--- config.mk ---
export PLATFORM = sky130hd
export DESIGN_NAME = reset_gen
export DESIGN_NICKNAME = d
export VERILOG_FILES = /design/src/hdl/reset_gen.sv
export VERILOG_INCLUDE_DIRS = /design/src /design/src/hdl
export SDC_FILE = /design/constraint.sdc
export NUM_CORES = 1
export LEC_CHECK = 0
export BUFFER_PORTS_ARGS = -buffer_cell sky130_fd_sc_hd__buf_2
export CAP_MARGIN = 20
export CORE_AREA = 2 2 39 41
export CTS_CLUSTER_DIAMETER = 100
export DETAILED_ROUTE_END_ITERATION = 16
export DIE_AREA = 0 0 41 43
export PLACE_DENSITY = 0.34
export REMOVE_ABC_BUFFERS = 1
export SYNTH_ARGS = -nofsm -noshare
export SYNTH_HDL_FRONTEND = slang
export SYNTH_SLANG_ARGS = --single-unit
--- constraint.sdc ---
create_clock -name sys_clk -period 3 [get_ports sys_clk]
set_clock_uncertainty 0.2 [all_clocks]
set_input_delay 0.15 -clock sys_clk [delete_from_list [all_inputs] [get_ports sys_clk]]
set_output_delay 0.15 -clock sys_clk [all_outputs]
set_load 0.01 [all_outputs]
--- src/hdl/soc_config.svh ---
// Build constants for the video SoC core: memory size, reset hold, ID, address map
`ifndef SOC_CONFIG_SVH
`define SOC_CONFIG_SVH

// Frame RAM word-address width, 1024 words
`define MEM_AW 10

// Core reset hold time in sys_clk cycles
`define RST_HOLD 16

// Value returned by the system controller ID register
`define SYSTEM_ID 32'h4D4F4E45

// AXI address bit that selects the CSR region over memory
`define CSR_REGION_BIT 16

`endif
--- src/hdl/reset_gen.sv ---
// Reset stretcher that holds the core reset for a fixed time after any reset request
`timescale 1ns/10ps
`include "soc_config.svh"

module reset_gen (
	input  logic sys_clk,
	input  logic trigger_reset,
	input  logic soft_reset_i,
	output logic sys_rst_o
);

	localparam int CNT_W = $clog2(`RST_HOLD + 1);

	logic [CNT_W-1:0] hold_cnt;

	// Either request reloads the counter, reset follows it down to zero
	always_ff @(posedge sys_clk) begin
		if (trigger_reset || soft_reset_i) begin
			hold_cnt <= CNT_W'(`RST_HOLD);
		end else if (hold_cnt != '0) begin
			hold_cnt <= hold_cnt - 1'b1;
		end
		sys_rst_o <= (hold_cnt != '0);
	end

endmodule

**After elaboration in Yosys (flattened, before gate mapping)**

Index checks and enable logic that the tools add are counted.

- Logic and storage cells: 5
- Output and inout bits: 1
- Bits of input ports: 3
- Bits in registers: 6

- $add $sub $neg: 1
- Reduce and logical (&&, ||, !) cells: 2

Operator list:

| operator | number |
|---|---|
| nonzero test 5 bit | 1 |
| subtractor 5 x 1 -> 5 bit, second input constant | 1 |
| logical OR 1 bit | 1 |

**Longest topological paths before layout**

- Depth after elaboration: 1
- Depth in mapped cells: 6
- Depth with buffers taken out: 5

**Worst setup path before layout**

No wires, ideal clock.

- Kind: reg2reg
- Start point: register hold_cnt[0]
- End point: register hold_cnt[1]
- Arrival time: 1415 ps
- Buffers on the path: 1
- Library setup time: 103 ps
- Stages on the path, launching flop included: 6
- Path slack: 1282 ps
- Required time: 2697 ps
- Clock period less this slack: 1718 ps
- Path through: dfxtp_1 inv_1 ha_1 or4b_1 clkbuf_2 a2111oi_2

- Cells in the longest elaborated chain, start to end: 1
- Elaborated cells on any way between the ends: 2
- Those cells by class: add/sub (1); reduce/logical (1)

Ends and longest elaborated chain:

| what | line | text |
|---|---|---|
| from (decl) | reset_gen.sv:14 | `logic [CNT_W-1:0] hold_cnt;` |
| from (signal assigned) | reset_gen.sv:19 | `` hold_cnt <= CNT_W'(`RST_HOLD); `` |
| from (signal assigned) | reset_gen.sv:21 | `hold_cnt <= hold_cnt - 1'b1;` |
| subtractor 5 x 1 -> 5 bit or nonzero test 5 bit (tied branches) | reset_gen.sv:21, reset_gen.sv:20 |  |

Several ways; a longest one is shown, not always the timed one.
A chain may end at the register's enable or synchronous reset.

**Final worst setup path**

Same ends and word-level chain as after synthesis.

==> metrics.log <==
[metrics] VDD IR-drop max: 0.000209 V
[metrics] synthesized area per cell: 9.73 um2
[metrics] routed wire length: 439 um
[metrics] CP endpoint kind: register
[metrics] routability congestion estimate: 0.578
[metrics] final cycle utilization of the critical path: 0.790
[metrics] DIE WIDTH: 41 um
[metrics] highest-delay cell along the critical path: dlygate4sd3_1
[metrics] share of the yosys chip area belonging to registers: 0.457
[metrics] DRC: 0
[metrics] layout cell share with drive strength beyond 1: 0.200
[metrics] worst path arrival time: 2.36 ns
[metrics] Filler cells: 152
[metrics] maximum net fanout on the critical path: 5
[metrics] Worst Path Class, Setup: register to register
[metrics] vias in the first global route: 201
[metrics] Die Y-Extent: 43 um
[metrics] Hold Path Sink: hold_cnt[4]
[metrics] die area: 1760 um2
[metrics] number of flip-flops and latches in the synthesized netlist: 6
[metrics] Reg-to-Reg End: hold_cnt[1]
[metrics] reg2reg setup slack: 0.63 ns
[metrics] Yosys warnings: 0
[metrics] Std-Cell Core Area: 1380 um2
[metrics] count of input and output buffers: 3
[metrics] iteration count of the initial detailed-routing pass: 2
[metrics] maximum buffer depth of the clock tree: 2
[metrics] largest net degree at the start of global routing: 6
[metrics] # rows: 14
[metrics] synthesis-to-finish area growth: 31.4%
[metrics] number of clock sinks: 6
[metrics] DR vias/cell: 4.02
[metrics] clock latency reported for the late side of the worst-skew pair: 0.25 ns
[metrics] total via count in the routed design: 205
[metrics] origin of the worst min-delay path: hold_cnt[4]
[metrics] Unique masters post-synth: 12
[metrics] CTS tree: done
[metrics] async set-reset flop share out of synthesis: 0
[metrics] final design utilization: 0.250
[metrics] hold-fix buffer count after cts: 3
[metrics] total congestion overflow: 0
[metrics] reg2reg path depth: 5
[metrics] number of setup buffers added after CTS: 0
[metrics] area share of the largest cell type after synthesis: 0.457
[metrics] f_max: 0.422 GHz
[metrics] clock-pin slew on the worst setup and hold paths: 0.04 ns
[metrics] CTS H-tree lvls: 1
[metrics] Antenna Cells: 0
[metrics] Reg2Reg Launch Point: hold_cnt[0]
[metrics] origin of the worst setup path: hold_cnt[0]
[metrics] setup repair after global routing missed its margin: no
[metrics] cell-by-cell listing of the critical path: inv_1 -> ha_1 -> or4b_1 -> a2111oi_2 -> dlygate4sd3_1
[metrics] Detailed Place HPWL: 345 um
[metrics] Post-synth top cells: dfxtp_1 (6), nor2_1 (5), xnor2_1 (3)
[metrics] Req. time, crit path: 2.99 ns
[metrics] dominant cell by count in the synthesized netlist: dfxtp_1
[metrics] largest area contributor in the netlist: dfxtp_1
[metrics] max-slew violation total from the final report: 0
[metrics] worst slew pin tran: 0.246 ns
[metrics] initial standard-cell utilization of the core: 0.190
[metrics] power per cell area: 595 nW/um2
[metrics] netlist area before placement: 263 um2
[metrics] total negative setup slack: 0 ns
[metrics] TritonCTS buffer count: 3
[metrics] Static Leakage: 0.140 nW
[metrics] area occupied by multi-input gates: 130 um2
[metrics] CTS Root Buffer Type: clkbuf_4
[metrics] Seq. cell area: 120 um2
[metrics] global-route wire length before repair: 779 um
[metrics] number of endpoints failing setup at the final stage: 0
[metrics] remaining number of nets flagged by the antenna check after routing: 0
[metrics] crit-path max cell delay: 0.59 ns
[metrics] leading cell types by total area after synthesis: dfxtp_1 (46%), xnor2_1 (10%), ha_1 (9.5%), nor2_1 (7.1%), a2111oi_2 (5.7%)
[metrics] Worst setup SP type: register
[metrics] post-layout min period: 2.37 ns
[metrics] Final nets: 42
[metrics] Hold Path Depth: 2
[metrics] drt first-iter violations: 4
[metrics] Post-Syn Instances: 27
[metrics] total of max-cap violations: 0
[metrics] run status: completed
[metrics] post-cts repair resize count: 0
[metrics] average wire per cell in the routed design: 8.61 um
[metrics] Final Hold Vio Count: 0
[metrics] number of synthesized flops with an enable pin: 0
[metrics] type of the tightest min-delay check: register to register
[metrics] I/O pin count: 4
[metrics] Slew Limit Headroom: 0.835
[metrics] most instantiated flip-flop cell in the synthesis netlist: dfxtp_1
[metrics] antenna violations before repair: 0
[metrics] total track usage: 0.0743
[worst max-delay path, delay by kind of cell (launching register included)]
kind,cells,cell delay [ns]
compound gates,1,0.38
fa+ha+maj,1,0.17
buf+inv,2,0.67
flops,1,0.32
simple gates,1,0.57
[cell usage in the layout (no fill, tap or decap)]
cell type      netlist  routed
nor2_1               5       5
mux2i_1              1       1
or4b_1               1       1
nand2_1              2       2
clkbuf_4             0       3
xnor2_1              3       3
a2111oi_2            1       1
buf_2                0       3
dlygate4sd3_1        0       3
ha_1                 2       2
dfxtp_1              6       6
inv_1                2       2
nor3_1               2       2
nor3b_1              1       1
[state kept, by name, indices dropped and copies added, names as in the netlist]
signal	flops
hold_cnt	5
sys_rst_o	1
[final cells by class]
class,instances,share of cell area
multi-input cells,18,0.377
flip-flops and latches,6,0.348
repair buffers,6,0.130
clock buffers,3,0.0652
well taps,16,0.0580
inverters,2,0.0217
[logic make-up after synthesis]
family          count (synthesis)  share of synthesized area
compound gates                  1                     0.0571
xor+xnor                        3                      0.100
fa+ha+maj                       2                     0.0952
buf+inv                         3                     0.0476
flops                           6                      0.457
mux                             1                     0.0381
simple gates                   11                      0.205
[through the flow]
step                      hold slack (ns)  cell area, um2  setup WS [ns]  total power [W]  instances
final                               0.295             345          0.629         0.000206         51
after global routing                0.372             345          0.497         0.000221         51
after CTS                           0.301             345          0.625         0.000210         51
after detailed placement            0.152             293           1.16         0.000129         45
after global placement              0.146             293           1.20         0.000128         45
after floorplan                    0.0189             258           1.29         0.000120         26
[power breakdown]
group / switching, W / internal [W]
clock network: 0.0000299 / 0.0000453
registers: 0.00000538 / 0.0000874
logic: 0.0000166 / 0.0000211
[how the worst max path moves through the flow]
stage / end / slack, ns / depth (start not counted)
final: hold_cnt[1] / 0.63 / 5
after detailed placement: hold_cnt[1] / 1.16 / 4
after global placement: hold_cnt[1] / 1.20 / 4
after global routing: hold_cnt[1] / 0.50 / 5
after CTS: hold_cnt[1] / 0.62 / 5
after floorplan: hold_cnt[1] / 1.29 / 4
[metal layers]
layer  global-route usage  share of wire
met1               0.0740           0.42
met2               0.0938           0.45
met3               0.0471          0.084
met4               0.0800          0.046
met5                    0              0
Note: power is estimated with default switching activity, not from simulation.
