[src/hdl/soc_config.svh]
// Build constants for the video SoC core: memory size, reset hold, ID, address map
`ifndef SOC_CONFIG_SVH
`define SOC_CONFIG_SVH

// Frame RAM word-address width, 1024 words
`define MEM_AW 10

// Core reset hold time in sys_clk cycles
`define RST_HOLD 16

// Value returned by the system controller ID register
`define SYSTEM_ID 32'h4D4F4E45

// AXI address bit that selects the CSR region over memory
`define CSR_REGION_BIT 16

`endif
[src/hdl/soc_csr_pkg.sv]
// CSR bus address map: block selects and register indices of each peer
package soc_csr_pkg;

	// Block field, CSR address bits 5:2
	typedef enum logic [3:0] {
		SYSCTL = 4'd1,
		FETCH  = 4'd3
	} csr_block_e;

	typedef enum logic [1:0] {
		GPIO_IN    = 2'd0,
		GPIO_OUT   = 2'd1,
		SYSTEM_ID  = 2'd2,
		SOFT_RESET = 2'd3
	} sysctl_reg_e;

	typedef enum logic [1:0] {
		BASE  = 2'd0,
		COUNT = 2'd1,
		CTRL  = 2'd2
	} fetch_reg_e;

	// Block in bits 5:2, register in bits 1:0
	typedef logic [5:0] csr_addr_t;

endpackage

[src/hdl/soc_bus_pkg.sv]
// Bus types shared by the host bridge, the memory arbiter, the RAM and the fetch engine
`include "soc_config.svh"

package soc_bus_pkg;

	typedef logic [31:0] word_t;
	typedef logic [3:0] strb_t;
	typedef logic [`MEM_AW-1:0] mem_addr_t;

	// AXI4-Lite response codes in use
	typedef enum logic [1:0] {
		OKAY   = 2'b00,
		DECERR = 2'b11
	} axi_resp_e;

	// Host bridge transaction states
	typedef enum logic [2:0] {
		BR_IDLE,
		BR_MEM_WAIT,
		BR_CSR_WAIT,
		BR_RESP_W,
		BR_RESP_R
	} bridge_state_e;

	// Scan-out states
	typedef enum logic [1:0] {
		FE_IDLE,
		FE_REQ,
		FE_HOLD
	} fetch_state_e;

endpackage

[src/hdl/sys_ctl.sv]
// System controller CSR block: buttons, LEDs, system ID and soft reset
`timescale 1ns/10ps
`include "soc_config.svh"

module sys_ctl (
	input  logic                   sys_clk,
	input  logic                   sys_rst_i,
	input  soc_csr_pkg::csr_addr_t csr_a_i,
	input  logic                   csr_we_i,
	input  soc_bus_pkg::word_t     csr_dw_i,
	output soc_bus_pkg::word_t     csr_dr_o,
	input  logic [2:0]             btn_i,
	output logic [1:0]             led_o,
	output logic                   soft_reset_o
);

	logic [2:0] btn_q;
	logic       sel;
	logic       wr;

	assign sel = (csr_a_i[5:2] == soc_csr_pkg::SYSCTL);
	assign wr  = sel && csr_we_i;

	always_ff @(posedge sys_clk) begin
		if (sys_rst_i) begin
			led_o        <= '0;
			soft_reset_o <= 1'b0;
		end else begin
			// Single-cycle pulse, the reset generator stretches it
			soft_reset_o <= wr && (csr_a_i[1:0] == soc_csr_pkg::SOFT_RESET);
			if (wr && (csr_a_i[1:0] == soc_csr_pkg::GPIO_OUT))
				led_o <= csr_dw_i[1:0];
		end
	end

	// --------------------------------------------------
	// Button sampling and readback
	// --------------------------------------------------
	always_ff @(posedge sys_clk) begin
		btn_q    <= btn_i;
		csr_dr_o <= '0;
		if (sel) begin
			case (csr_a_i[1:0])
				soc_csr_pkg::GPIO_IN:   csr_dr_o <= soc_bus_pkg::word_t'(btn_q);
				soc_csr_pkg::GPIO_OUT:  csr_dr_o <= soc_bus_pkg::word_t'(led_o);
				soc_csr_pkg::SYSTEM_ID: csr_dr_o <= `SYSTEM_ID;
				default:                csr_dr_o <= '0;
			endcase
		end
	end

endmodule

[config.mk]
export PLATFORM = sky130hd
export DESIGN_NAME = sys_ctl
export DESIGN_NICKNAME = d
export VERILOG_FILES = /design/src/hdl/soc_csr_pkg.sv /design/src/hdl/soc_bus_pkg.sv /design/src/hdl/sys_ctl.sv
export VERILOG_INCLUDE_DIRS = /design/src /design/src/hdl
export SDC_FILE = /design/constraint.sdc
export NUM_CORES = 1
export LEC_CHECK = 0
export ABC_AREA = 1
export BUFFER_PORTS_ARGS = -buffer_cell sky130_fd_sc_hd__buf_2
export CAP_MARGIN = 5
export CELL_PAD_IN_SITES_DETAIL_PLACEMENT = 1
export CELL_PAD_IN_SITES_GLOBAL_PLACEMENT = 1
export CORE_MARGIN = 5
export CORE_UTILIZATION = 18
export CTS_CLUSTER_DIAMETER = 30
export DETAILED_ROUTE_END_ITERATION = 16
export PLACE_DENSITY_LB_ADDON = 0.3
export SYNTH_ARGS = -nofsm -noshare
export SYNTH_HDL_FRONTEND = slang
export SYNTH_SLANG_ARGS = --single-unit
[constraint.sdc]
create_clock -name sys_clk -period 1 [get_ports sys_clk]
set_clock_uncertainty 0.15 [all_clocks]
set_input_delay 0.05 -clock sys_clk [delete_from_list [all_inputs] [get_ports sys_clk]]
set_output_delay 0.05 -clock sys_clk [all_outputs]
set_load 0.01 [all_outputs]
After elaboration in Yosys (flattened, before gate mapping)
Index checks and enable logic that the tools add are counted.
{"block": "totals", "in_bits": 44, "register_bits": 38, "output_inout_bits": 35}
{"block": "classes", "reduce_logical": 4, "mux": 1, "n_eq_ne": 4}
{"op": "$pmux W31 S3", "n": 1}
{"op": "$eq A2 B2 Y1 const B", "n": 2}
{"op": "$eq A4 B1 Y1 const B", "n": 1}
{"op": "$logic_and A1 B1 Y1", "n": 3}
{"op": "$eq A2 B1 Y1 const B", "n": 1}
{"op": "$logic_not A2 Y1", "n": 1}

Logic depth before layout (Yosys ltp)
{"block": "depth", "ltp_word": 3, "mapped_depth": 6, "depth_no_buf": 6}

Least setup slack after synthesis
Ideal clock, no wire load.
{"block": "synth_timing", "path_kind": "register to output", "start": "register csr_dr_o[27] (netlist name)", "end": "output csr_dr_o[10]", "arrival_ns": 0.738, "stages_incl_launch_ff": 2, "slack_ns": 0.062, "cell_sequence": "dfxtp_1 -> buf_4"}
{"element": "end: declaration", "line": "sys_ctl.sv:11", "text": "output soc_bus_pkg::word_t csr_dr_o,"}

Worst setup path after layout
{"block": "layout_timing", "start": "register csr_dr_o[27]", "end": "output csr_dr_o[27]"}
{"element": "start signal: assignment", "line": "sys_ctl.sv:44", "text": "soc_csr_pkg::GPIO_IN: csr_dr_o <= soc_bus_pkg::word_t'(btn_q);"}
{"element": "start signal: assignment", "line": "sys_ctl.sv:45", "text": "soc_csr_pkg::GPIO_OUT: csr_dr_o <= soc_bus_pkg::word_t'(led_o);"}
{"element": "start signal: assignment", "line": "sys_ctl.sv:46", "text": "soc_csr_pkg::SYSTEM_ID: csr_dr_o <= `SYSTEM_ID;"}
No word-level cell between the ends.

==> reports/metrics.cfg <==
[clock_tree]
cts_tree = built
clk_pin_slew_ns = 0.06
h-tree-depth = 1
numClockSinks = 10
root_buffer = clkbuf_4
post_cts_buffers = 0
clk_latency_ns = 0.25
ctsHoldBuffers = 6
cts_buffers = 3
cts_max_path_buffers = 2

[placement]
gp_congestion = 0.718
dp_slack_ns = 0.0227
dp_hpwl_um = 1230
port-buffer-count = 33
dp_cells = 142

[flow_run]
maxCapViolCount = 0

[setup_path]
reg2reg_depth = 2
path_cells = buf_2
path_class = flip-flop to output pin
slowest_delay_ns = 0.39
r2r_start = btn_q[2]
worst-path-stages = 1
crit_start = csr_dr_o[27]
r2r-end = csr_dr_o[2]
path_buf_inv = 1
critPathTopFamily = flip-flops
cp.arrival_ns = 0.79
critPathMaxFanout = 14
worstSetupEndpoint = csr_dr_o[27]
r2r_slack_ns = 0.24
cp.required_ns = 0.80
end_kind = output pin
slowest_stage = dfxtp_4
critPathLaunchType = flip-flop

[finish]
fin_cells = 150
final_common_cell = buf_2
drive_gt1_share_pct = 42.3
final_cell_mix = buf_2 (32), conb_1 (15), inv_1 (9), dfxtp_1 (9), nor2_1 (8)
synthToLayoutAreaGrowth_pct = 24.3
antenna_cells = 0
final_net_count = 150

[power]
p_total_mw = 0.788
peakVddDrop_uv = 466
powerDensity_mw_per_mm2 = 1050
leakage_nw = 0.418

[yosys]
yosys_warnings = 0
synth.distinct_cells = 16
synth_seq_cells = 10
yosysSeqAreaShare_pct = 33.2
synthCells = 77
synthesis.area_um2 = 603
avgSynthCellArea_um2 = 7.83

[sta]
setup_slack_ns = 0.0109
rsz0062_at_grt = true
maxSlewViolCount = 0
fmaxAchievable_ghz = 1.01
timing.hold.ws_ns = -0.0468
hold_viol = 6
setup_viol = 0
min_period_ns = 0.989
period_share_pct = 98.9

[status]
failed_checks = hold timing
status = finished, violations left

[detailed_routing]
viasPerCell = 3.23
drc = 0
final_antenna_net_count = 0
firstDrtPassIters = 1
avgRoutedWirePerCell_um = 9.39
wl_um = 1410
vias = 484
drt-initial-drc-count = 0

[die]
die_w_um = 67.9
die_area_mm2 = 0.00461
initial_core_util_pct = 18.4
design.core.area_mm2 = 0.00328
io_pins = 79
placementRows = 21
die_y_um = 67.9

[global_route]
grt_antenna_before_repair = 0
grtUsageTotal_pct = 6.05
grt_max_degree = 15
grt_pass1_wl_um = 2050
grt_overflow_total = 0
grt_pass1_vias = 494

[min_path]
min_path_type = input pin to flip-flop

==> flip-flops by register name (all words and copies together) (netlist names) <==
| register | cells |
|---|---|
| btn_q | 3 |
| csr_dr_o | 4 |
| led_o | 2 |
| soft_reset_o | 1 |
==> area by class of cell <==
type                            count  area (um2)
Multi-Input combinational cell     42         204
Fill cell                         425        2530
Clock buffer                        3        22.5
Inverter                           11        41.3
Timing Repair Buffer               38         220
Sequential cell                    10         204
Tap cell                           46        57.6
==> tightest hold or removal path, cell delays in order <==
cell	delay, ns
buf_2	0.09
inv_2	0.06
nand2_1	0.08
nor2_1	0.04
==> metal layers <==
layer | global-route usage (%) | part of all wire (%) | up-vias
met5 | 0 | 0 | -
li1 | - | - | 244
met3 | 3.45 | 14 | 2
met4 | 1.74 | 1.8 | 0
met1 | 4.94 | 30 | 209
met2 | 12.0 | 54 | 29
==> synth_stat cells <==
cell | count | area share (%)
buf_4 | 28 | 35
o21ai_0 | 1 | 0.83
nor2_4 | 2 | 3.7
nor4_2 | 1 | 2.1
nand3_2 | 1 | 1.7
nor2_2 | 2 | 2.1
nand3_1 | 2 | 1.7
o21ai_1 | 1 | 0.83
nand2_1 | 6 | 3.7
inv_1 | 9 | 5.6
nand4_1 | 2 | 2.1
a21oi_1 | 1 | 0.83
nor2_1 | 8 | 5.0
dfxtp_1 | 10 | 33
conb_1 | 1 | 0.62
inv_2 | 2 | 1.2
==> how the worst min path moves through the flow <==
stage                          start  cells after the start           end
final                     csr_a_i[0]                      4  csr_dr_o[27]
after global routing        csr_we_i                      3  soft_reset_o
after CTS                 csr_a_i[0]                      4  csr_dr_o[27]
after detailed placement    btn_i[2]                      1      btn_q[2]
after global placement      btn_i[0]                      1      btn_q[0]
after floorplan             btn_i[0]                      0      btn_q[0]
==> stage by stage <==
step	cell area [um2]	setup TNS (ns)	utilization (%)
6_report	749	0	22.8
5_1_grt	749	-0.626	22.8
2_1_floorplan	656	0	-
4_1_cts	754	-0.106	23.0
3_3_place_gp	668	0	20.3
3_5_place_dp	668	0	20.3
==> power by group <==
part           total (mW)  internal [mW]  switching, mW  leakage, nW
Combinational       0.125         0.0488         0.0765        0.321
Clock               0.255          0.138          0.117       0.0138
Sequential          0.408          0.405        0.00339       0.0826
==> logic make-up after synthesis <==
logic type / after synthesis / share of synthesized area (%)
buffers and inverters: 39 / 41.7
AND/OR/NAND/NOR: 24 / 22.0
flip-flops: 10 / 33.2
AO/OA/AOI/OAI: 3 / 2.49
other: 1 / 0.622
==> repair_timing <==
| action | CTS | global route |
|---|---|---|
| cloned | 0 | 0 |
| endpoints found under the setup margin | 14 | 15 |
| hold endpoints to repair | 10 | 4 |
| pin swaps | 0 | 1 |
| resized for setup | 2 | 0 |
No activity file was read; power rests on OpenSTA's default activity.
