<file path="config.mk">
export PLATFORM = sky130hd
export DESIGN_NAME = frame_fetch
export DESIGN_NICKNAME = d
export VERILOG_FILES = /design/src/hdl/soc_csr_pkg.sv /design/src/hdl/soc_bus_pkg.sv /design/src/hdl/frame_fetch.sv
export VERILOG_INCLUDE_DIRS = /design/src /design/src/hdl
export SDC_FILE = /design/constraint.sdc
export NUM_CORES = 1
export LEC_CHECK = 0
export BUFFER_PORTS_ARGS = -buffer_cell sky130_fd_sc_hd__buf_2
export CAP_MARGIN = 10
export CORE_ASPECT_RATIO = 0.8
export CORE_MARGIN = 5
export CORE_UTILIZATION = 50
export CTS_BUF_LIST = sky130_fd_sc_hd__clkbuf_4
export CTS_CLUSTER_SIZE = 25
export DETAILED_ROUTE_END_ITERATION = 8
export GPL_TIMING_DRIVEN = 1
export PLACE_DENSITY_LB_ADDON = 0.05
export SLEW_MARGIN = 20
export SYNTH_ARGS = -nofsm -noshare
export SYNTH_HDL_FRONTEND = slang
export SYNTH_SLANG_ARGS = --single-unit
</file>
<file path="constraint.sdc">
create_clock -name sys_clk -period 4.4 [get_ports sys_clk]
set_input_delay 0.44 -clock sys_clk [delete_from_list [all_inputs] [get_ports sys_clk]]
set_output_delay 0.44 -clock sys_clk [all_outputs]
set_load 0.01 [all_outputs]
</file>
<file path="src/hdl/soc_config.svh">
// Build constants for the video SoC core: memory size, reset hold, ID, address map
`ifndef SOC_CONFIG_SVH
`define SOC_CONFIG_SVH

// Frame RAM word-address width, 1024 words
`define MEM_AW 10

// Core reset hold time in sys_clk cycles
`define RST_HOLD 16

// Value returned by the system controller ID register
`define SYSTEM_ID 32'h4D4F4E45

// AXI address bit that selects the CSR region over memory
`define CSR_REGION_BIT 16

`endif
</file>
<file path="src/hdl/soc_csr_pkg.sv">
// CSR bus address map: block selects and register indices of each peer
package soc_csr_pkg;

	// Block field, CSR address bits 5:2
	typedef enum logic [3:0] {
		SYSCTL = 4'd1,
		FETCH  = 4'd3
	} csr_block_e;

	typedef enum logic [1:0] {
		GPIO_IN    = 2'd0,
		GPIO_OUT   = 2'd1,
		SYSTEM_ID  = 2'd2,
		SOFT_RESET = 2'd3
	} sysctl_reg_e;

	typedef enum logic [1:0] {
		BASE  = 2'd0,
		COUNT = 2'd1,
		CTRL  = 2'd2
	} fetch_reg_e;

	// Block in bits 5:2, register in bits 1:0
	typedef logic [5:0] csr_addr_t;

endpackage

</file>
<file path="src/hdl/soc_bus_pkg.sv">
// Bus types shared by the host bridge, the memory arbiter, the RAM and the fetch engine
`include "soc_config.svh"

package soc_bus_pkg;

	typedef logic [31:0] word_t;
	typedef logic [3:0] strb_t;
	typedef logic [`MEM_AW-1:0] mem_addr_t;

	// AXI4-Lite response codes in use
	typedef enum logic [1:0] {
		OKAY   = 2'b00,
		DECERR = 2'b11
	} axi_resp_e;

	// Host bridge transaction states
	typedef enum logic [2:0] {
		BR_IDLE,
		BR_MEM_WAIT,
		BR_CSR_WAIT,
		BR_RESP_W,
		BR_RESP_R
	} bridge_state_e;

	// Scan-out states
	typedef enum logic [1:0] {
		FE_IDLE,
		FE_REQ,
		FE_HOLD
	} fetch_state_e;

endpackage

</file>
<file path="src/hdl/frame_fetch.sv">
// Scan-out engine that streams a programmed block of frame words to the pixel port
`timescale 1ns/10ps
`include "soc_config.svh"

module frame_fetch (
	input  logic                   sys_clk,
	input  logic                   sys_rst_i,
	input  soc_csr_pkg::csr_addr_t csr_a_i,
	input  logic                   csr_we_i,
	input  soc_bus_pkg::word_t     csr_dw_i,
	output soc_bus_pkg::word_t     csr_dr_o,
	output logic                   mem_req_o,
	output soc_bus_pkg::mem_addr_t mem_addr_o,
	input  logic                   mem_ack_i,
	input  soc_bus_pkg::word_t     mem_rdata_i,
	output soc_bus_pkg::word_t     pixel_o,
	output logic                   pixel_valid_o,
	input  logic                   pixel_ready_i
);

	// Count can cover the whole RAM
	localparam int CNT_W = `MEM_AW + 1;

	soc_bus_pkg::fetch_state_e state_q;
	soc_bus_pkg::mem_addr_t    base_q;
	logic [CNT_W-1:0]          count_q;
	logic [CNT_W-1:0]          remain_q;
	logic                      sel;
	logic                      busy;
	logic                      start;

	assign sel       = (csr_a_i[5:2] == soc_csr_pkg::FETCH);
	assign busy      = (state_q != soc_bus_pkg::FE_IDLE);
	assign start     = sel && csr_we_i && (csr_a_i[1:0] == soc_csr_pkg::CTRL) &&
			csr_dw_i[0] && !busy && (count_q != '0);
	assign mem_req_o = (state_q == soc_bus_pkg::FE_REQ);

	always_ff @(posedge sys_clk) begin
		if (sys_rst_i) begin
			state_q       <= soc_bus_pkg::FE_IDLE;
			pixel_valid_o <= 1'b0;
			base_q        <= '0;
			count_q       <= '0;
		end else begin
			if (sel && csr_we_i && (csr_a_i[1:0] == soc_csr_pkg::BASE))
				base_q <= csr_dw_i[`MEM_AW-1:0];
			if (sel && csr_we_i && (csr_a_i[1:0] == soc_csr_pkg::COUNT))
				count_q <= csr_dw_i[CNT_W-1:0];

			// --------------------------------------------------
			// One word in flight, held until the sink takes it
			// --------------------------------------------------
			case (state_q)
				soc_bus_pkg::FE_IDLE: begin
					if (start) begin
						mem_addr_o <= base_q;
						remain_q   <= count_q;
						state_q    <= soc_bus_pkg::FE_REQ;
					end
				end
				soc_bus_pkg::FE_REQ: begin
					if (mem_ack_i) begin
						pixel_o       <= mem_rdata_i;
						pixel_valid_o <= 1'b1;
						mem_addr_o    <= mem_addr_o + 1'b1;
						remain_q      <= remain_q - 1'b1;
						state_q       <= soc_bus_pkg::FE_HOLD;
					end
				end
				soc_bus_pkg::FE_HOLD: begin
					if (pixel_ready_i) begin
						pixel_valid_o <= 1'b0;
						if (remain_q == '0)
							state_q <= soc_bus_pkg::FE_IDLE;
						else
							state_q <= soc_bus_pkg::FE_REQ;
					end
				end
				default: state_q <= soc_bus_pkg::FE_IDLE;
			endcase
		end
	end

	// Readback, zero when another block is addressed
	always_ff @(posedge sys_clk) begin
		csr_dr_o <= '0;
		if (sel) begin
			case (csr_a_i[1:0])
				soc_csr_pkg::BASE:  csr_dr_o <= soc_bus_pkg::word_t'(base_q);
				soc_csr_pkg::COUNT: csr_dr_o <= soc_bus_pkg::word_t'(count_q);
				soc_csr_pkg::CTRL:  csr_dr_o <= soc_bus_pkg::word_t'(busy);
				default:            csr_dr_o <= '0;
			endcase
		end
	end

endmodule

</file>
**After elaboration in Yosys (flattened, before gate mapping)**

Cells that the tools add are included.

- Memories kept: 0
- Output and inout bits: 76
- Logic and storage cells: 53
- Bits in read-only memories: 0
- Bits in registers: 109
- Bits in latches: 0
- Memory bits (writable): 0
- Input port bits: 75

- Add/subtract/negate cells: 2
- Bitwise operators: 1
- Mux-type cells: 15
- Equal/unequal tests: 8
- $lt $le $gt $ge: 0
- Shift operators: 0
- Div/mod/pow operators: 0
- Reductions and logical operators: 19
- Multiply operators: 0

Operators by type and width:

| operator | number |
|---|---|
| 11-bit one-hot mux with 3 select lines | 1 |
| 11-bit two-way mux | 2 |
| 11-bit one-hot mux with 2 select lines | 1 |
| 10-bit two-way mux | 2 |
| 10-bit one-hot mux with 2 select lines | 1 |
| 11-bit logical NOT | 1 |
| 11-bit nonzero test | 1 |
| 11-bit by 1-bit subtractor with 11-bit output, second input constant | 1 |
| 10-bit by 1-bit adder with 10-bit output, second input constant | 1 |
| 3-bit AND reduction | 3 |
| 1-bit logical AND | 7 |
| 2-bit two-way mux | 3 |
| 2-bit one-hot mux with 3 select lines | 1 |
| 2-bit nonzero test | 3 |
| 2-bit by 1-bit equality test with 1-bit output, second input constant | 2 |
| 2-bit equality test, second input constant | 2 |
| 4-bit by 2-bit equality test with 1-bit output, second input constant | 1 |
| 2-bit logical NOT | 2 |
| 2-bit != test, second input constant | 2 |
| 4-bit AND reduction | 1 |
| 1-bit two-way mux | 3 |
| 2-bit by 1-bit != test with 1-bit output, second input constant | 1 |
| 1-bit one-hot mux with 2 select lines | 1 |
| 1-bit logical NOT | 1 |
| 1-bit NOT | 1 |

**Longest topological paths before layout**

- Depth in word-level cells: 8
- Mapped depth: 5
- Mapped depth without buffers: 5

**Worst setup path after synthesis**

Ideal clock, no wire load.

- Path type: in2reg
- From: in csr_a_i[0]
- To: reg mem_addr_o[0], enable pin
- Path slack: 0.433 ns
- Stages on the path: 4
- Required time: 3.933 ns
- Data arrival time: 3.499 ns
- Path through: clkbuf_1 nand4b_1 o31a_1 a2111oi_1

- Cells in the longest elaborated chain, start to end: 7

Ends and longest elaborated chain:

| item | RTL line | source |
|---|---|---|
| start, declared | frame_fetch.sv:8 | `input soc_csr_pkg::csr_addr_t csr_a_i,` |
| 2-bit equality test | frame_fetch.sv:34 | `assign start = sel && csr_we_i && (csr_a_i[1:0] == soc_csr_pkg::CTRL) &&` |
| 1-bit logical AND (2 in a row) | frame_fetch.sv:34 |  |
| 1-bit logical AND (2 in a row) | frame_fetch.sv:35 | `csr_dw_i[0] && !busy && (count_q != '0);` |
| 2-bit != test (no source line) | - |  |
| 4-bit AND reduction (no source line) | - |  |
| end signal, assigned | frame_fetch.sv:56 | `mem_addr_o <= base_q;` |
| end signal, assigned | frame_fetch.sv:65 | `mem_addr_o <= mem_addr_o + 1'b1;` |
| end, declared | frame_fetch.sv:13 | `output soc_bus_pkg::mem_addr_t mem_addr_o,` |

Every way passes these cells.
A chain may end at the register's enable or synchronous reset.

**Worst setup path in the final report**

- From: reg state_q[1]
- To: out mem_req_o

- Cells in the longest elaborated chain, start to end: 1

Ends and longest elaborated chain:

| item | RTL line | source |
|---|---|---|
| start, declared | frame_fetch.sv:24 | `soc_bus_pkg::fetch_state_e state_q;` |
| start signal, assigned | frame_fetch.sv:40 | `state_q <= soc_bus_pkg::FE_IDLE;` |
| start signal, assigned | frame_fetch.sv:58 | `state_q <= soc_bus_pkg::FE_REQ;` |
| start signal, assigned | frame_fetch.sv:67 | `state_q <= soc_bus_pkg::FE_HOLD;` |
| 2-bit by 1-bit equality test with 1-bit output | frame_fetch.sv:36 | `assign mem_req_o = (state_q == soc_bus_pkg::FE_REQ);` |
| end, declared | frame_fetch.sv:12 | `output logic mem_req_o,` |

Every way passes these cells.

==> results_dict.tcl <==
set metrics [dict create \
    first_iter_violations 122 \
    avgSynthCellArea_um2 11.6 \
    cts.sinks 88 \
    ioPinCount 151 \
    synth_edf_count 53 \
    cp.required_ps 3960 \
    setup_viol 0 \
    drc_errors 0 \
    multiInputGateArea_mm2 0.00123 \
    grt_pass1_vias 2458 \
    synth_top_area_frac 0.435 \
    drive_gt1_frac 0.313 \
    cts_setup_buffers 0 \
    die-area_mm2 0.00915 \
    critPathLaunchType "flip-flop" \
    cts_tree "done" \
    whs_ps 182 \
    tightest_slew_ps 621 \
    core_mm2 0.00699 \
    root_buffer "clkbuf_4" \
    status "finished clean" \
    post-place-ws_ps 2140 \
    setup_tns_ps 0 \
    clkTransAtPathRegs_ps 140 \
    portBuffers 108 \
    setup_ws_ps 2340 \
    maxSlewViolCount 0 \
    overflow 0 \
    crit_path_max_fanout 19 \
    gp_congestion 0.741 \
    reg2regPathDepth 5 \
    die_h_um 86.6 \
    fin_cells 515 \
    p_leak_nw 1.70 \
    nNetsFinal 501 \
    drtAntennaViolNets 0 \
    clk_latency_ps 420 \
    fp.dieW_um 106 \
    syn2layout_area_growth_pct 18.2 \
    drt-total-wl_um 7720 \
    antenna_found_initial 0 \
    seqCellArea_mm2 0.00229 \
    hold_depth 1 \
    synth_area_leaders "edfxtp_1, dfxtp_1, mux2i_1" \
    row_count 27 \
    fin_crit_sh 0.468 \
    fmax_mhz 486 \
    arrival_ps 1620 \
    reg2reg_to "remain_q[2]" \
    r2r_setup_slack_ps 2430 \
    ys_seq_area_frac 0.626 \
    final_hold_viol_count 0 \
    cp-end-kind "output pin" \
    synth_cells 315 \
    ys_seq_elements 88 \
    hp-start "mem_rdata_i[24]" \
    r2r-start "count_q[5]" \
    yosys-top-cells-count "edfxtp_1, nand2_1, dfxtp_1, nor2_1, buf_4" \
    power.density_mw_per_mm2 318 \
    hold_buffers 0 \
    cts_resized 0 \
    dr_wl_met3_um 642 \
    dr.pass1.iters 4 \
    diodes 0 \
    netlist_area_mm2 0.00366 \
    clockBufferDepth 2 \
    hold_end "pixel_o[24]" \
    ir_worst_vdd_v 0.000228 \
    cts_buffers 9 \
    numPlacedInstances 499 \
    critical_path_class "flip-flop to output pin" \
    start_util 0.524 \
    relSlewSlack 0.582 \
    drt-met1-wl_um 3420 \
    rsz0062_at_grt "false" \
    track_usage 0.171 \
    cts_htree_levels 3 \
    num_vias 2578 \
    synthArstFlopShare 0 \
    grt_pass1_wl_um 12300 \
    synth.largest_area_cell "edfxtp_1" \
    skew_ps 14.5 \
    fill_cells 606 \
    ys_warn_count 0 \
    wl_met2_um 3610 \
    place.detailed.hpwl_um 5790 \
    drv_cap 0 \
    highest_layer "met4" \
    synth_ff_type "edfxtp_1" \
    period_minus_slack_ps 2060 \
    hp-class "primary input to flip-flop" \
    vias_per_cell 5.01 \
    ys_types 41 \
    grt_max_degree 33 \
    yosysMostFrequentCell "edfxtp_1" \
    wl_per_cell_um 15.0 \
]
[report_power, final]
part | internal [mW] | switching [mW]
Sequential | 0.888 | 0.00998
Clock | 0.115 | 0.265
Combinational | 0.0400 | 0.0594
[state kept, by name (all words and copies together), names as in the netlist]
register	flops
base_q	10
pixel_valid_o	1
pixel_o	32
state_q	2
csr_dr_o	11
count_q	11
mem_addr_o	10
remain_q	11
[placed cells by master (no fill, tap or decap), types with 10 or more instances in the layout]
cell      Yosys  routed
a21oi_1      14      14
buf_2         2     108
conb_1        1      21
dfxtp_1      35      35
edfxtp_1     53      53
mux2i_1      20      20
nand2_1      46      46
nor2_1       27      27
o21ai_0      15      15
xor2_1       10      10
[per-stage QoR]
stage          instance area (um2)  utilization  power (mW)
2_1_floorplan                 3740            -       0.984
3_3_place_gp                  4220        0.603        1.01
3_5_place_dp                  4220        0.603        1.01
4_1_cts                       4330        0.619        1.39
5_1_grt                       4330        0.619        1.45
6_report                      4330        0.619        1.38
[critical path, stage by stage, from the launching register on]
cell	delay, ps
dfxtp_1	460
nand2b_1	510
inv_1	70
buf_2	150
[layer usage]
layer / vias to the layer above / GRT usage
met1: 1202 / 0.233
met2: 81 / 0.271
met3: 7 / 0.0581
li1: 1288 / -
met4: 0 / 0.0329
met5: - / 0
[worst max-delay path by stage]
stage / startpoint / to / slack, ps / depth (start not counted)
after floorplan: csr_a_i[0] / mem_addr_o[0] / 430 / 4
after global placement: csr_a_i[0] / remain_q[7] / 2190 / 5
after detailed placement: csr_a_i[0] / remain_q[7] / 2140 / 5
after CTS: state_q[1] / mem_req_o / 2290 / 3
after global routing: state_q[1] / mem_req_o / 2150 / 3
final: state_q[1] / mem_req_o / 2340 / 3
[cell families (layout without fill, tap and decap cells)]
group,after synthesis,in the layout,synth area share
AO/OA/AOI/OAI,41,41,0.0625
XOR/XNOR,16,16,0.0383
adder cells (fa/ha/maj),3,3,0.0103
buffers and inverters,39,132,0.0632
flip-flops,88,88,0.626
multiplexers,21,21,0.0577
other,1,21,0.00102
AND/OR/NAND/NOR,106,106,0.141
[area by class of cell]
class                      instances  area share
clock inverter                     7      0.0107
sequential                        88       0.529
multi-input combinational        208       0.284
tap                               87      0.0251
clock buffer                       9      0.0156
timing repair buffer             112       0.132
inverter                           4     0.00347
Power figures use the tool's default switching activity.
