==> src/hdl/soc_config.svh <==
// Build constants for the video SoC core: memory size, reset hold, ID, address map
`ifndef SOC_CONFIG_SVH
`define SOC_CONFIG_SVH

// Frame RAM word-address width, 1024 words
`define MEM_AW 10

// Core reset hold time in sys_clk cycles
`define RST_HOLD 16

// Value returned by the system controller ID register
`define SYSTEM_ID 32'h4D4F4E45

// AXI address bit that selects the CSR region over memory
`define CSR_REGION_BIT 16

`endif
==> src/hdl/soc_bus_pkg.sv <==
// Bus types shared by the host bridge, the memory arbiter, the RAM and the fetch engine
`include "soc_config.svh"

package soc_bus_pkg;

	typedef logic [31:0] word_t;
	typedef logic [3:0] strb_t;
	typedef logic [`MEM_AW-1:0] mem_addr_t;

	// AXI4-Lite response codes in use
	typedef enum logic [1:0] {
		OKAY   = 2'b00,
		DECERR = 2'b11
	} axi_resp_e;

	// Host bridge transaction states
	typedef enum logic [2:0] {
		BR_IDLE,
		BR_MEM_WAIT,
		BR_CSR_WAIT,
		BR_RESP_W,
		BR_RESP_R
	} bridge_state_e;

	// Scan-out states
	typedef enum logic [1:0] {
		FE_IDLE,
		FE_REQ,
		FE_HOLD
	} fetch_state_e;

endpackage

==> src/hdl/mem_arbiter.sv <==
// Fixed-priority arbiter for two frame memory masters, fetch engine first
`timescale 1ns/10ps

module mem_arbiter (
	input  logic                   sys_clk,
	input  logic                   sys_rst_i,
	// Master 0, scan-out fetch
	input  logic                   m0_req_i,
	input  logic                   m0_we_i,
	input  soc_bus_pkg::mem_addr_t m0_addr_i,
	input  soc_bus_pkg::strb_t     m0_strb_i,
	input  soc_bus_pkg::word_t     m0_wdata_i,
	output logic                   m0_ack_o,
	output soc_bus_pkg::word_t     m0_rdata_o,
	// Master 1, host bridge
	input  logic                   m1_req_i,
	input  logic                   m1_we_i,
	input  soc_bus_pkg::mem_addr_t m1_addr_i,
	input  soc_bus_pkg::strb_t     m1_strb_i,
	input  soc_bus_pkg::word_t     m1_wdata_i,
	output logic                   m1_ack_o,
	output soc_bus_pkg::word_t     m1_rdata_o,
	// Frame RAM
	output logic                   ram_req_o,
	output logic                   ram_we_o,
	output soc_bus_pkg::mem_addr_t ram_addr_o,
	output soc_bus_pkg::strb_t     ram_strb_o,
	output soc_bus_pkg::word_t     ram_wdata_o,
	input  logic                   ram_ack_i,
	input  soc_bus_pkg::word_t     ram_rdata_i
);

	logic grant_q;
	// Set selects master 1
	logic grant_m1_q;

	// New grants only while idle, released by the RAM acknowledge
	always_ff @(posedge sys_clk) begin
		if (sys_rst_i) begin
			grant_q <= 1'b0;
		end else if (!grant_q) begin
			grant_q    <= m0_req_i || m1_req_i;
			grant_m1_q <= !m0_req_i;
		end else if (ram_ack_i) begin
			grant_q <= 1'b0;
		end
	end

	assign ram_req_o   = grant_q;
	assign ram_we_o    = grant_m1_q ? m1_we_i : m0_we_i;
	assign ram_addr_o  = grant_m1_q ? m1_addr_i : m0_addr_i;
	assign ram_strb_o  = grant_m1_q ? m1_strb_i : m0_strb_i;
	assign ram_wdata_o = grant_m1_q ? m1_wdata_i : m0_wdata_i;

	// Only the granted master sees the acknowledge and data
	assign m0_ack_o   = grant_q && !grant_m1_q && ram_ack_i;
	assign m1_ack_o   = grant_q && grant_m1_q && ram_ack_i;
	assign m0_rdata_o = grant_m1_q ? '0 : ram_rdata_i;
	assign m1_rdata_o = grant_m1_q ? ram_rdata_i : '0;

endmodule

==> config.mk <==
export PLATFORM = sky130hd
export DESIGN_NAME = mem_arbiter
export DESIGN_NICKNAME = d
export VERILOG_FILES = /design/src/hdl/soc_bus_pkg.sv /design/src/hdl/mem_arbiter.sv
export VERILOG_INCLUDE_DIRS = /design/src /design/src/hdl
export SDC_FILE = /design/constraint.sdc
export NUM_CORES = 1
export LEC_CHECK = 0
export ABC_AREA = 1
export BUFFER_PORTS_ARGS = -buffer_cell sky130_fd_sc_hd__buf_2
export CORE_AREA = 3 3 95 97
export DETAILED_ROUTE_END_ITERATION = 8
export DIE_AREA = 0 0 98 100
export HOLD_SLACK_MARGIN = 0.03
export PLACE_DENSITY = 0.5
export SYNTH_ARGS = -nofsm -noshare
export SYNTH_HDL_FRONTEND = slang
export SYNTH_SLANG_ARGS = --single-unit
==> constraint.sdc <==
create_clock -name sys_clk -period 2.25 [get_ports sys_clk]
set_input_delay 0.225 -clock sys_clk [delete_from_list [all_inputs] [get_ports sys_clk]]
set_output_delay 0.225 -clock sys_clk [all_outputs]
set_load 0.05 [all_outputs]
---- Word level (Yosys, flattened, before mapping) ----
Cells that the tools add are included.
storage, ports and cells
  register bits after elaboration ......... 2
  input port bits ......................... 131
  output and inout bits ................... 114
operators by class
  mux-type cells .......................... 8
  bitwise operators ....................... 2
  reduce and logical (&&, ||, !) cells .... 8
operators with widths
  operator             count
  32-bit two-way mux   3
  10-bit two-way mux   1
  1-bit logical AND    4
  4-bit two-way mux    1
  1-bit two-way mux    3
  1-bit zero test      2
  1-bit NOT            2
  2-bit AND reduction  1
  1-bit logical OR     1

---- Logic depth before layout (Yosys ltp) ----
Gate-level depths: netlist of the first run.
  depth in word-level cells ............... 3
  mapped depth ............................ 6
  depth with buffers taken out ............ 3

---- Worst setup path before layout of the first run ----
Ideal clock, no wire load.
  kind .................................... reg-to-output
  start point ............................. reg grant_q (netlist: ram_req_o)
  end point ............................... out m0_ack_o
  arrival ................................. 1477 ps
  data required time ...................... 2025 ps
  path slack .............................. 548 ps
  cell stages (with the launch flop) ...... 3
  path buffers ............................ 0
  path through ............................ dfxtp_1 nand2_1 nor2_1
on the way
  cells in the longest elaborated chain, start to end .. 2
RTL lines
  element                          RTL line           source
  from (decl)                      mem_arbiter.sv:33  logic grant_q;
  from (signal assigned)           mem_arbiter.sv:42  grant_q <= m0_req_i || m1_req_i;
  1-bit logical AND (2 in series)  mem_arbiter.sv:56  assign m0_ack_o = grant_q && !grant_m1_q && ram_ack_i;
  to (decl)                        mem_arbiter.sv:13  output logic m0_ack_o,
No other way between the ends.

---- Final worst setup path of the first run ----
  start point ............................. reg grant_m1_q
  end point ............................... out ram_we_o
on the way
  cells in the longest elaborated chain, start to end .. 1
RTL lines
  element                 RTL line           source
  from (decl)             mem_arbiter.sv:35  logic grant_m1_q;
  from (signal assigned)  mem_arbiter.sv:43  grant_m1_q <= !m0_req_i;
  1-bit two-way mux       mem_arbiter.sv:50  assign ram_we_o = grant_m1_q ? m1_we_i : m0_we_i;
  to (decl)               mem_arbiter.sv:25  output logic ram_we_o,
No other way between the ends.

==> results.ini, run 1 <==
[clock_network]
cts_resized=0
path_clk_slew_ps=30
htreeDepth=1
insertion_delay_ps=210
cts_tree=built
cts_sinks=2
cts_buffers=3
cts_root_buf=clkbuf_8
clk_path_buf_depth=2
cts_setup_buffers=0
cts-hold-fix-buffers=0

[power]
p_seq_share_pct=4.1
peakVddDrop_v=0.000191
power_w=0.00109
power.density_nw_per_um2=423
switching_power_w=0.000698
pwr-share-comb_pct=82.4
internal_power_w=0.000390
clkPwrFrac_pct=13.5
netSwitchingFraction_pct=64.1
leakage_nw=2.10

[timing]
setup_viol=0
slew_violations=0
final_hold_viol_count=0
hold_slack_ps=264
slew_headroom_pct=73.6
rsz0062_at_grt=no
fmax_mhz=577
finalCritPeriodShare_pct=77.1
fin_tns_setup_ps=0
max_slew.worst_pin.slew_ps=396
fin_crit_ps=1730
skew_ps=6.00

[setup_path]
r2r_slack_ps=1490
cp-end-kind=primary output
worstPathMaxFanout=43
path_class=reg -> out
critPathArrivalTime_ps=1510
r2r_cells=1
r2r-end=grant_m1_q
startpoint_type=flip-flop
reg2reg_from=ram_req_o
crit_start=grant_m1_q
cp.required_ps=2030
crit_end=ram_we_o

[logic_synthesis]
netlist_area_um2=1260
synth_largest_area_cell=nand2_1
avgSynthCellArea_um2=4.22
synth.distinct_cells=12
synth_warnings=0
yosysSeqAreaShare_pct=3.96
synth_area_leaders=nand2_1 49%, inv_1 20%, nor2_1 11%
netlist.area_leader.share_pct=49.0
synth_nets=431
ys_ff_latch=2
netlist_instances=300

[min_path]
hold_class=in -> reg

[layout]
area_growth_pct=103
antennaDiodeCount=0
final_common_cell=buf_2
final_cell_mix=244 x buf_2, 165 x nand2_1, 67 x inv_1
finish.instance_area_um2=2570
final_nets=665
fin_util_pct=31.3
drive_above_1_share_pct=49.0
layout.filler_cells=953

[grt]
grt_pass1_wl_um=9720
grt_pass1_vias=2131
antenna_found_initial=0
overflow=0
grt_max_degree=70
grt_util_all_layers_pct=11.6

[routing]
dr.pass1.iters=4
drt-initial-drc-count=59
wl_per_cell_um=9.98
wl_um=6370
vias=2376
drc=0
via_per_inst=3.72
antenna_left=0

[die]
rows=33
core_area_um2=8220
dieArea_um2=9800
die_h_um=100
io-pin-count=245
start_util_pct=15.4
die_w_um=98

[place]
port-buffer-count=244
routabilityCongestion=0.803
hpwl_um=5390
placed_area_um2=2530

[flow_run]
maxCapViolCount=0

[status]
status=finished clean

cells in the mapped netlist:
cell type,number
nand2_1,165
edfxtp_1,1
nand2_2,10
a21oi_1,1
inv_1,67
buf_6,4
buf_2,8
nor2_1,36
buf_4,5
buf_8,1
inv_2,1
dfxtp_1,1
critical path, stage by stage, from the launching register on:
cell and delay [ps]:
edfxtp_1 430, buf_4 400, nand2_1 120, nand2_1 80
buf_2 250
worst min path at each step:
stage,startpoint,endpoint,slack [ps],cells past startpoint
2_1_floorplan,m0_req_i,grant_m1_q,360,1
3_3_place_gp,m1_req_i,ram_req_o,470,3
3_5_place_dp,m1_req_i,ram_req_o,470,3
4_1_cts,m1_req_i,ram_req_o,260,3
5_1_grt,m1_req_i,ram_req_o,270,3
6_report,m1_req_i,ram_req_o,260,3
registers in the layout, indices dropped and copies added (netlist names):
register and count:
grant_m1_q 1, ram_req_o 1
cell type report:
cell class                      count  area, µm²  share of cell area [%]
Clock buffer                        4       45.0                    1.75
Inverter                           68        255                    9.92
Timing Repair Buffer              247       1270                    49.3
Tap cell                          105        131                    5.11
Multi-Input combinational cell    212        822                    32.0
Sequential cell                     2       50.0                    1.95
power by group through the flow:
stage	clock network, W	logic (W)	registers, W
6_report	0.000147	0.000897	0.0000446
5_1_grt	0.000158	0.000959	0.0000449
4_1_cts	0.000151	0.000905	0.0000447
3_5_place_dp	0	0.000904	0.0000451
3_3_place_gp	0	0.000902	0.0000447
2_1_floorplan	0	0.000642	0.0000488
metrics by stage:
stage,setup slack (ps),instances
global route,370,638
global placement,723,634
finish,516,638
detailed placement,690,634
CTS,466,638
floorplan,548,300
routing by layer:
metal	part of all wire (%)	up-vias	GRT usage, %
li1	-	1282	-
met1	38	961	13.1
met2	52	129	22.5
met3	9.3	4	2.50
met4	0.41	0	1.60
met5	0	-	0
logic make-up (layout without fill, tap and decap cells):
logic type | Yosys count | count (layout) | share of synthesized area (%)
and+or+nand+nor | 211 | 211 | 64.6
buffers and inverters | 86 | 319 | 31.1
DFF | 2 | 2 | 3.96
AOI/OAI and AO/OA | 1 | 1 | 0.395
No activity file was read; power rests on OpenSTA's default activity.
==> run 2, diff against run 1 <==
Settings changed: CORE_AREA 3 3 95 97 to 3 3 93 95, DIE_AREA 0 0 98 100 to 0 0 96 98, PLACE_DENSITY 0.5 to 0.52.
Clock period 2.25 ns to 1.7 ns, I/O delays scaled along.
==> run 2 against run 1 <==
Compared with the run above: routed wire length up 10%; flip-flop and latch count unchanged; first-iteration DRC count shrank 39%; clock-buffer cell count unchanged; clock power increased by 39%; cell area up 4.0%; critical path depth increased by 1; worst setup slack got worse by 450 ps; critical path type unchanged; largest cell class unchanged.
==> results.ini, run 2 (synthesized netlist as in run 1, its figures left out) <==
[status]
status=finished clean

[timing]
finalCritPeriodShare_pct=96.4
setup_viol=0  ; unchanged
max_slew.worst_pin.slew_ps=267  ; -129 ps
fin_crit_ps=1640
fmax_mhz=610
final_hold_viol_count=0  ; unchanged
rsz0062_at_grt=yes
slew_headroom_pct=82.3  ; +8.7 points
slew_violations=0  ; unchanged
skew_ps=8.07  ; +2.07 ps

[setup_path]
r2r_slack_ps=970  ; -520 ps
cp-end-kind=primary output
cp_cell_sequence=buf_12 -> buf_6 -> nand2_1 -> nand2_1 -> clkbuf_4
critical_path.max_stage_delay_ps=440  ; about the same
r2r_cells=1  ; unchanged
startpoint_type=flip-flop
worst-path-buf-inv=3  ; +1
cp.required_ps=1530  ; -500 ps
path_class=reg -> out
critPathArrivalTime_ps=1470  ; -40 ps
cp_common_cell=nand2_1
crit_family=buffers and inverters
worstPathMaxFanout=28  ; -35%
path_depth=5  ; +1
cp_slowest_cell=edfxtp_1

[layout]
final_nets=668  ; +0.45%
final_cell_count_no_fill=638  ; unchanged
seq_area_um2=50.0  ; unchanged
drive_above_1_share_pct=49.3  ; +0.29 points
multi_input_area_um2=822  ; unchanged
final_common_cell=buf_2
layout.filler_cells=896  ; -6.0%
antennaDiodeCount=0  ; unchanged
final_cell_mix=226 x buf_2, 165 x nand2_1, 67 x inv_1
finish.instance_area_um2=2680  ; +4.0%
area_growth_pct=111

[routing]
dr.pass1.iters=4  ; unchanged
via_per_inst=3.77  ; +1.3%
wl_um=7020  ; +10%
vias=2407  ; +1.3%
drt-initial-drc-count=36  ; -39%
wl_per_cell_um=11.0  ; +10%
drc=0  ; unchanged
antenna_left=0  ; unchanged

[grt]
grtUsageMet3_pct=2.08  ; -0.42 points
grt_pass1_wl_um=9130  ; -6.0%
grt_pass1_vias=1994  ; -6.4%
use_met1_pct=12.9  ; -0.21 points
use_met2_pct=23.6  ; +1.1 points
grt_max_degree=113  ; +61%
antenna_found_initial=0  ; unchanged
grt_util_all_layers_pct=11.8  ; +0.25 points
overflow=0  ; unchanged
grt-busiest-layer=met2

[power]
internal_power_w=0.000547  ; +40%
switching_power_w=0.000945  ; +35%
pwr-share-comb_pct=82.3  ; about the same
power_w=0.00149  ; +37%
p_seq_share_pct=4.0  ; about the same
peakVddDrop_v=0.000422  ; +120%
clkPwrFrac_pct=13.7  ; +0.2 points
netSwitchingFraction_pct=63.3  ; -0.80 points
leakage_nw=2.13  ; +1.7%
power.density_nw_per_um2=558  ; +32%

[clock_network]
htreeDepth=1  ; unchanged
path_clk_slew_ps=30  ; about the same
cts_root_buf=clkbuf_8
insertion_delay_ps=220  ; about the same
cts-hold-fix-buffers=0  ; unchanged
cts_tree=built
clk_path_buf_depth=2  ; unchanged
cts_sinks=2  ; unchanged
cts_buffers=3  ; unchanged

[die]
core_area_um2=7810  ; -5.0%
dieArea_um2=9410  ; -4.0%
io-pin-count=245  ; unchanged
rows=32  ; -3.0%
start_util_pct=16.2  ; +0.81 points
die_h_um=98  ; -2.0%
die_w_um=96  ; -2.0%

[min_path]
whs_path_depth=2  ; -1
hold_class=in -> reg

[place]
routabilityCongestion=0.825  ; +2.7%
dp_cells=631  ; -0.47%
hpwl_um=5460  ; +1.1%
port-buffer-count=244  ; unchanged
placed_area_um2=2520  ; -0.15%

[flow_run]
maxCapViolCount=0  ; unchanged

==> run 2: area by class of cell <==
| cell class | count | share of cell area (%) |
|---|---|---|
| clock buffers | 4 | 1.68 |
| inverters | 68 | 9.73 |
| well taps | 102 | 4.77 |
| multi-input cells | 212 | 30.7 |
| flip-flops and latches | 2 | 1.87 |
| repair buffers | 250 | 51.2 |
==> run 2: final timing paths <==
check	from	to
min reg2reg	ram_req_o	ram_req_o
max reg2reg	ram_req_o	grant_m1_q
min	m0_req_i	grant_m1_q
max	grant_m1_q	ram_strb_o[3]
==> run 2: per-stage QoR <==
step / hold slack (ps) / utilization [%] / worst slack [ps] / TNS, ps
6_report: 207 / 34.3 / 61.7 / 0
5_1_grt: 213 / 34.3 / -11.2 / -20.9
4_1_cts: 207 / 32.9 / -11.0 / -13.6
3_5_place_dp: 424 / 32.3 / 229 / 0
3_3_place_gp: 418 / 32.3 / 251 / 0
2_1_floorplan: 301 / - / 53.0 / 0
==> run 2: what timing repair did <==
action / in CTS / in global routing
hold endpoints to repair: 0 / 0
setup endpoints to repair: 2 / 75
gates cloned: 0 / 2
buffers inserted: 0 / 1
resized for setup: 0 / 24
==> run 2: layer usage <==
metal,vias to the layer above,share of wire (%)
li1,1289,-
met1,986,37
met2,130,54
met3,2,9.0
met4,0,0.41
met5,-,0
==> run 2: power groups by stage <==
stage | Combinational (W) | Sequential, W | Clock, W
after CTS | 0.00120 | 0.0000584 | 0.000210
final | 0.00123 | 0.0000591 | 0.000204
after global routing | 0.00131 | 0.0000593 | 0.000220
after floorplan | 0.000850 | 0.0000646 | 0
after global placement | 0.00119 | 0.0000591 | 0
after detailed placement | 0.00119 | 0.0000590 | 0
==> run 3, diff against run 2 <==
Settings changed: BUFFER_PORTS_ARGS -buffer_cell sky130_fd_sc_hd__buf_2 to not set, DONT_BUFFER_PORTS set to 1, PLACE_DENSITY 0.52 to 0.3.
==> run 3 against run 2 <==
Compared with the run above: die area stayed put; flip-flop and latch count stayed put; sequential share of layout area is 0.32 points lower; combinational power is 26% higher; register-to-register slack worse by 100 ps; routed wire length is 9.6% lower; first-iteration DRC count is 19% higher; clock power is 3% lower; critical path depth stayed put; critical path type unchanged; largest power group unchanged.
==> results.ini, run 3 (synthesized netlist as in run 1, its figures left out) <==
[routing]
wl_um=6350  ; -9.6%
wl_per_cell_um=12.5  ; +14%
drc=0  ; unchanged
drt-initial-drc-count=43  ; +19%
vias=2014  ; -16%
antenna_left=0  ; unchanged
dr.pass1.iters=4  ; unchanged
via_per_inst=3.98  ; +5.5%

[clock_network]
cts_resized=0  ; unchanged
cts_buffers=3  ; unchanged
htreeDepth=1  ; unchanged
cts_tree=built
cts_root_buf=clkbuf_8
cts_setup_buffers=0  ; unchanged
insertion_delay_ps=210  ; about the same
cts-hold-fix-buffers=0  ; unchanged
path_clk_slew_ps=30  ; about the same
cts_sinks=2  ; unchanged
clk_path_buf_depth=2  ; unchanged

[setup_path]
critical_path.max_stage_delay_ps=480  ; +40 ps
path_depth=5  ; unchanged
crit_end=ram_strb_o[3]
cp_slowest_cell=edfxtp_1
r2r_cells=3  ; +2
crit_start=grant_m1_q
r2r-end=ram_req_o
worstPathMaxFanout=25  ; -11%
r2r_slack_ps=870  ; -100 ps
cp_cell_sequence=inv_2 -> buf_12 -> nand2_1 -> nand2_1 -> buf_12
cp.required_ps=1530  ; about the same
reg2reg_from=ram_req_o
critPathArrivalTime_ps=1360  ; -110 ps
cp-end-kind=primary output
startpoint_type=flip-flop
crit_family=flip-flops
path_class=reg -> out
worst-path-buf-inv=3  ; unchanged

[grt]
overflow=0  ; unchanged
grt_max_degree=59  ; -48%
grt_pass1_wl_um=9050  ; -0.83%
antenna_found_initial=0  ; unchanged
grt_util_all_layers_pct=11.8  ; +0.047 points
grt_pass1_vias=1794  ; -10%

[timing]
final_hold_viol_count=0  ; unchanged
rsz0062_at_grt=no
setup_viol=0  ; unchanged
fin_tns_setup_ps=0  ; unchanged
hold_slack_ps=91.1  ; -116 ps
finalCritPeriodShare_pct=90.1  ; -6.3 points
slew_violations=0  ; unchanged
fin_crit_ps=1530  ; -107 ps
skew_ps=6.19  ; -1.89 ps
slew_headroom_pct=83.6  ; +1.3 points
max_slew.worst_pin.slew_ps=245  ; -21.9 ps
fmax_mhz=653  ; +7.0%

[power]
p_seq_share_pct=3.3  ; -0.7 points
peakVddDrop_v=0.000343  ; -19%
clkPwrFrac_pct=11.0  ; -2.7 points
switching_power_w=0.000963  ; +1.9%
power.density_nw_per_um2=561  ; +0.58%
netSwitchingFraction_pct=53.3  ; -10 points
pwr-share-comb_pct=85.7  ; +3.4 points
internal_power_w=0.000845  ; +55%
leakage_nw=1.98  ; -7.2%

[place]
routabilityCongestion=0.773  ; -6.3%
hpwl_um=5640  ; +3.4%
port-buffer-count=0  ; -100%

[die]
rows=32  ; unchanged
start_util_pct=16.2  ; unchanged
io-pin-count=245  ; unchanged
die_w_um=96  ; unchanged
dieArea_um2=9410  ; unchanged
die_h_um=98  ; unchanged
core_area_um2=7810  ; unchanged

[min_path]
hold_class=in -> reg
whs_path_depth=1  ; -1

[layout]
drive_above_1_share_pct=32.7  ; -17 points
final_cell_mix=165 x nand2_1, 83 x buf_12, 67 x inv_1
final_nets=536  ; -20%
final_common_cell=nand2_1
antennaDiodeCount=0  ; unchanged
area_growth_pct=155

[status]
status=finished clean

[flow_run]
maxCapViolCount=0  ; unchanged

run 3: cell types whose count changed in the layout (fill, tap and decap cells not counted), sizes merged:
cell / before / now
buf: 231 / 118
clkinv: 1 / 0
clkbuf: 23 / 4
inv: 67 / 68
run 3: per-stage QoR:
step	instance area, µm²	total power, W	util (%)	setup slack [ps]	cells
final	3220	0.00181	41.3	169	506
after global routing	3220	0.00189	41.3	62.0	506
after CTS	3220	0.00183	41.3	148	506
after detailed placement	3180	0.00162	40.7	382	502
after global placement	3180	0.00162	40.7	397	502
after floorplan	1260	0.000915	-	53.0	300
run 3: cell type report:
| type | instances | area (µm²) |
|---|---|---|
| timing repair buffer | 118 | 1920 |
| tap | 102 | 128 |
| fill | 823 | 4580 |
| multi-input combinational | 212 | 822 |
| inverter | 68 | 255 |
| sequential | 2 | 50.0 |
| clock buffer | 4 | 45.0 |
run 3: power by group through the flow:
stage	clock network (W)	logic (W)	registers, W
final	0.000198	0.00155	0.0000596
after floorplan	0	0.000850	0.0000646
after CTS	0.000206	0.00156	0.0000596
after global placement	0	0.00156	0.0000595
after global routing	0.000214	0.00162	0.0000601
after detailed placement	0	0.00156	0.0000601
run 3: worst min-delay path by stage:
stage                        start         end  slack (ps)
after global placement    m0_req_i  grant_m1_q         320
after detailed placement  m0_req_i  grant_m1_q         310
after global routing      m0_req_i  grant_m1_q          90
after floorplan           m0_req_i  grant_m1_q         300
after CTS                 m0_req_i  grant_m1_q          90
final                     m0_req_i  grant_m1_q          90
run 3: routing by layer:
layer  up-vias  share of wire (%)  global-route usage [%]
met4         0               0.98                    1.64
met1       844                 32                    12.0
met5         -                  0                       0
li1       1023                  -                       -
met3         6                 14                    3.93
met2       141                 54                    23.3
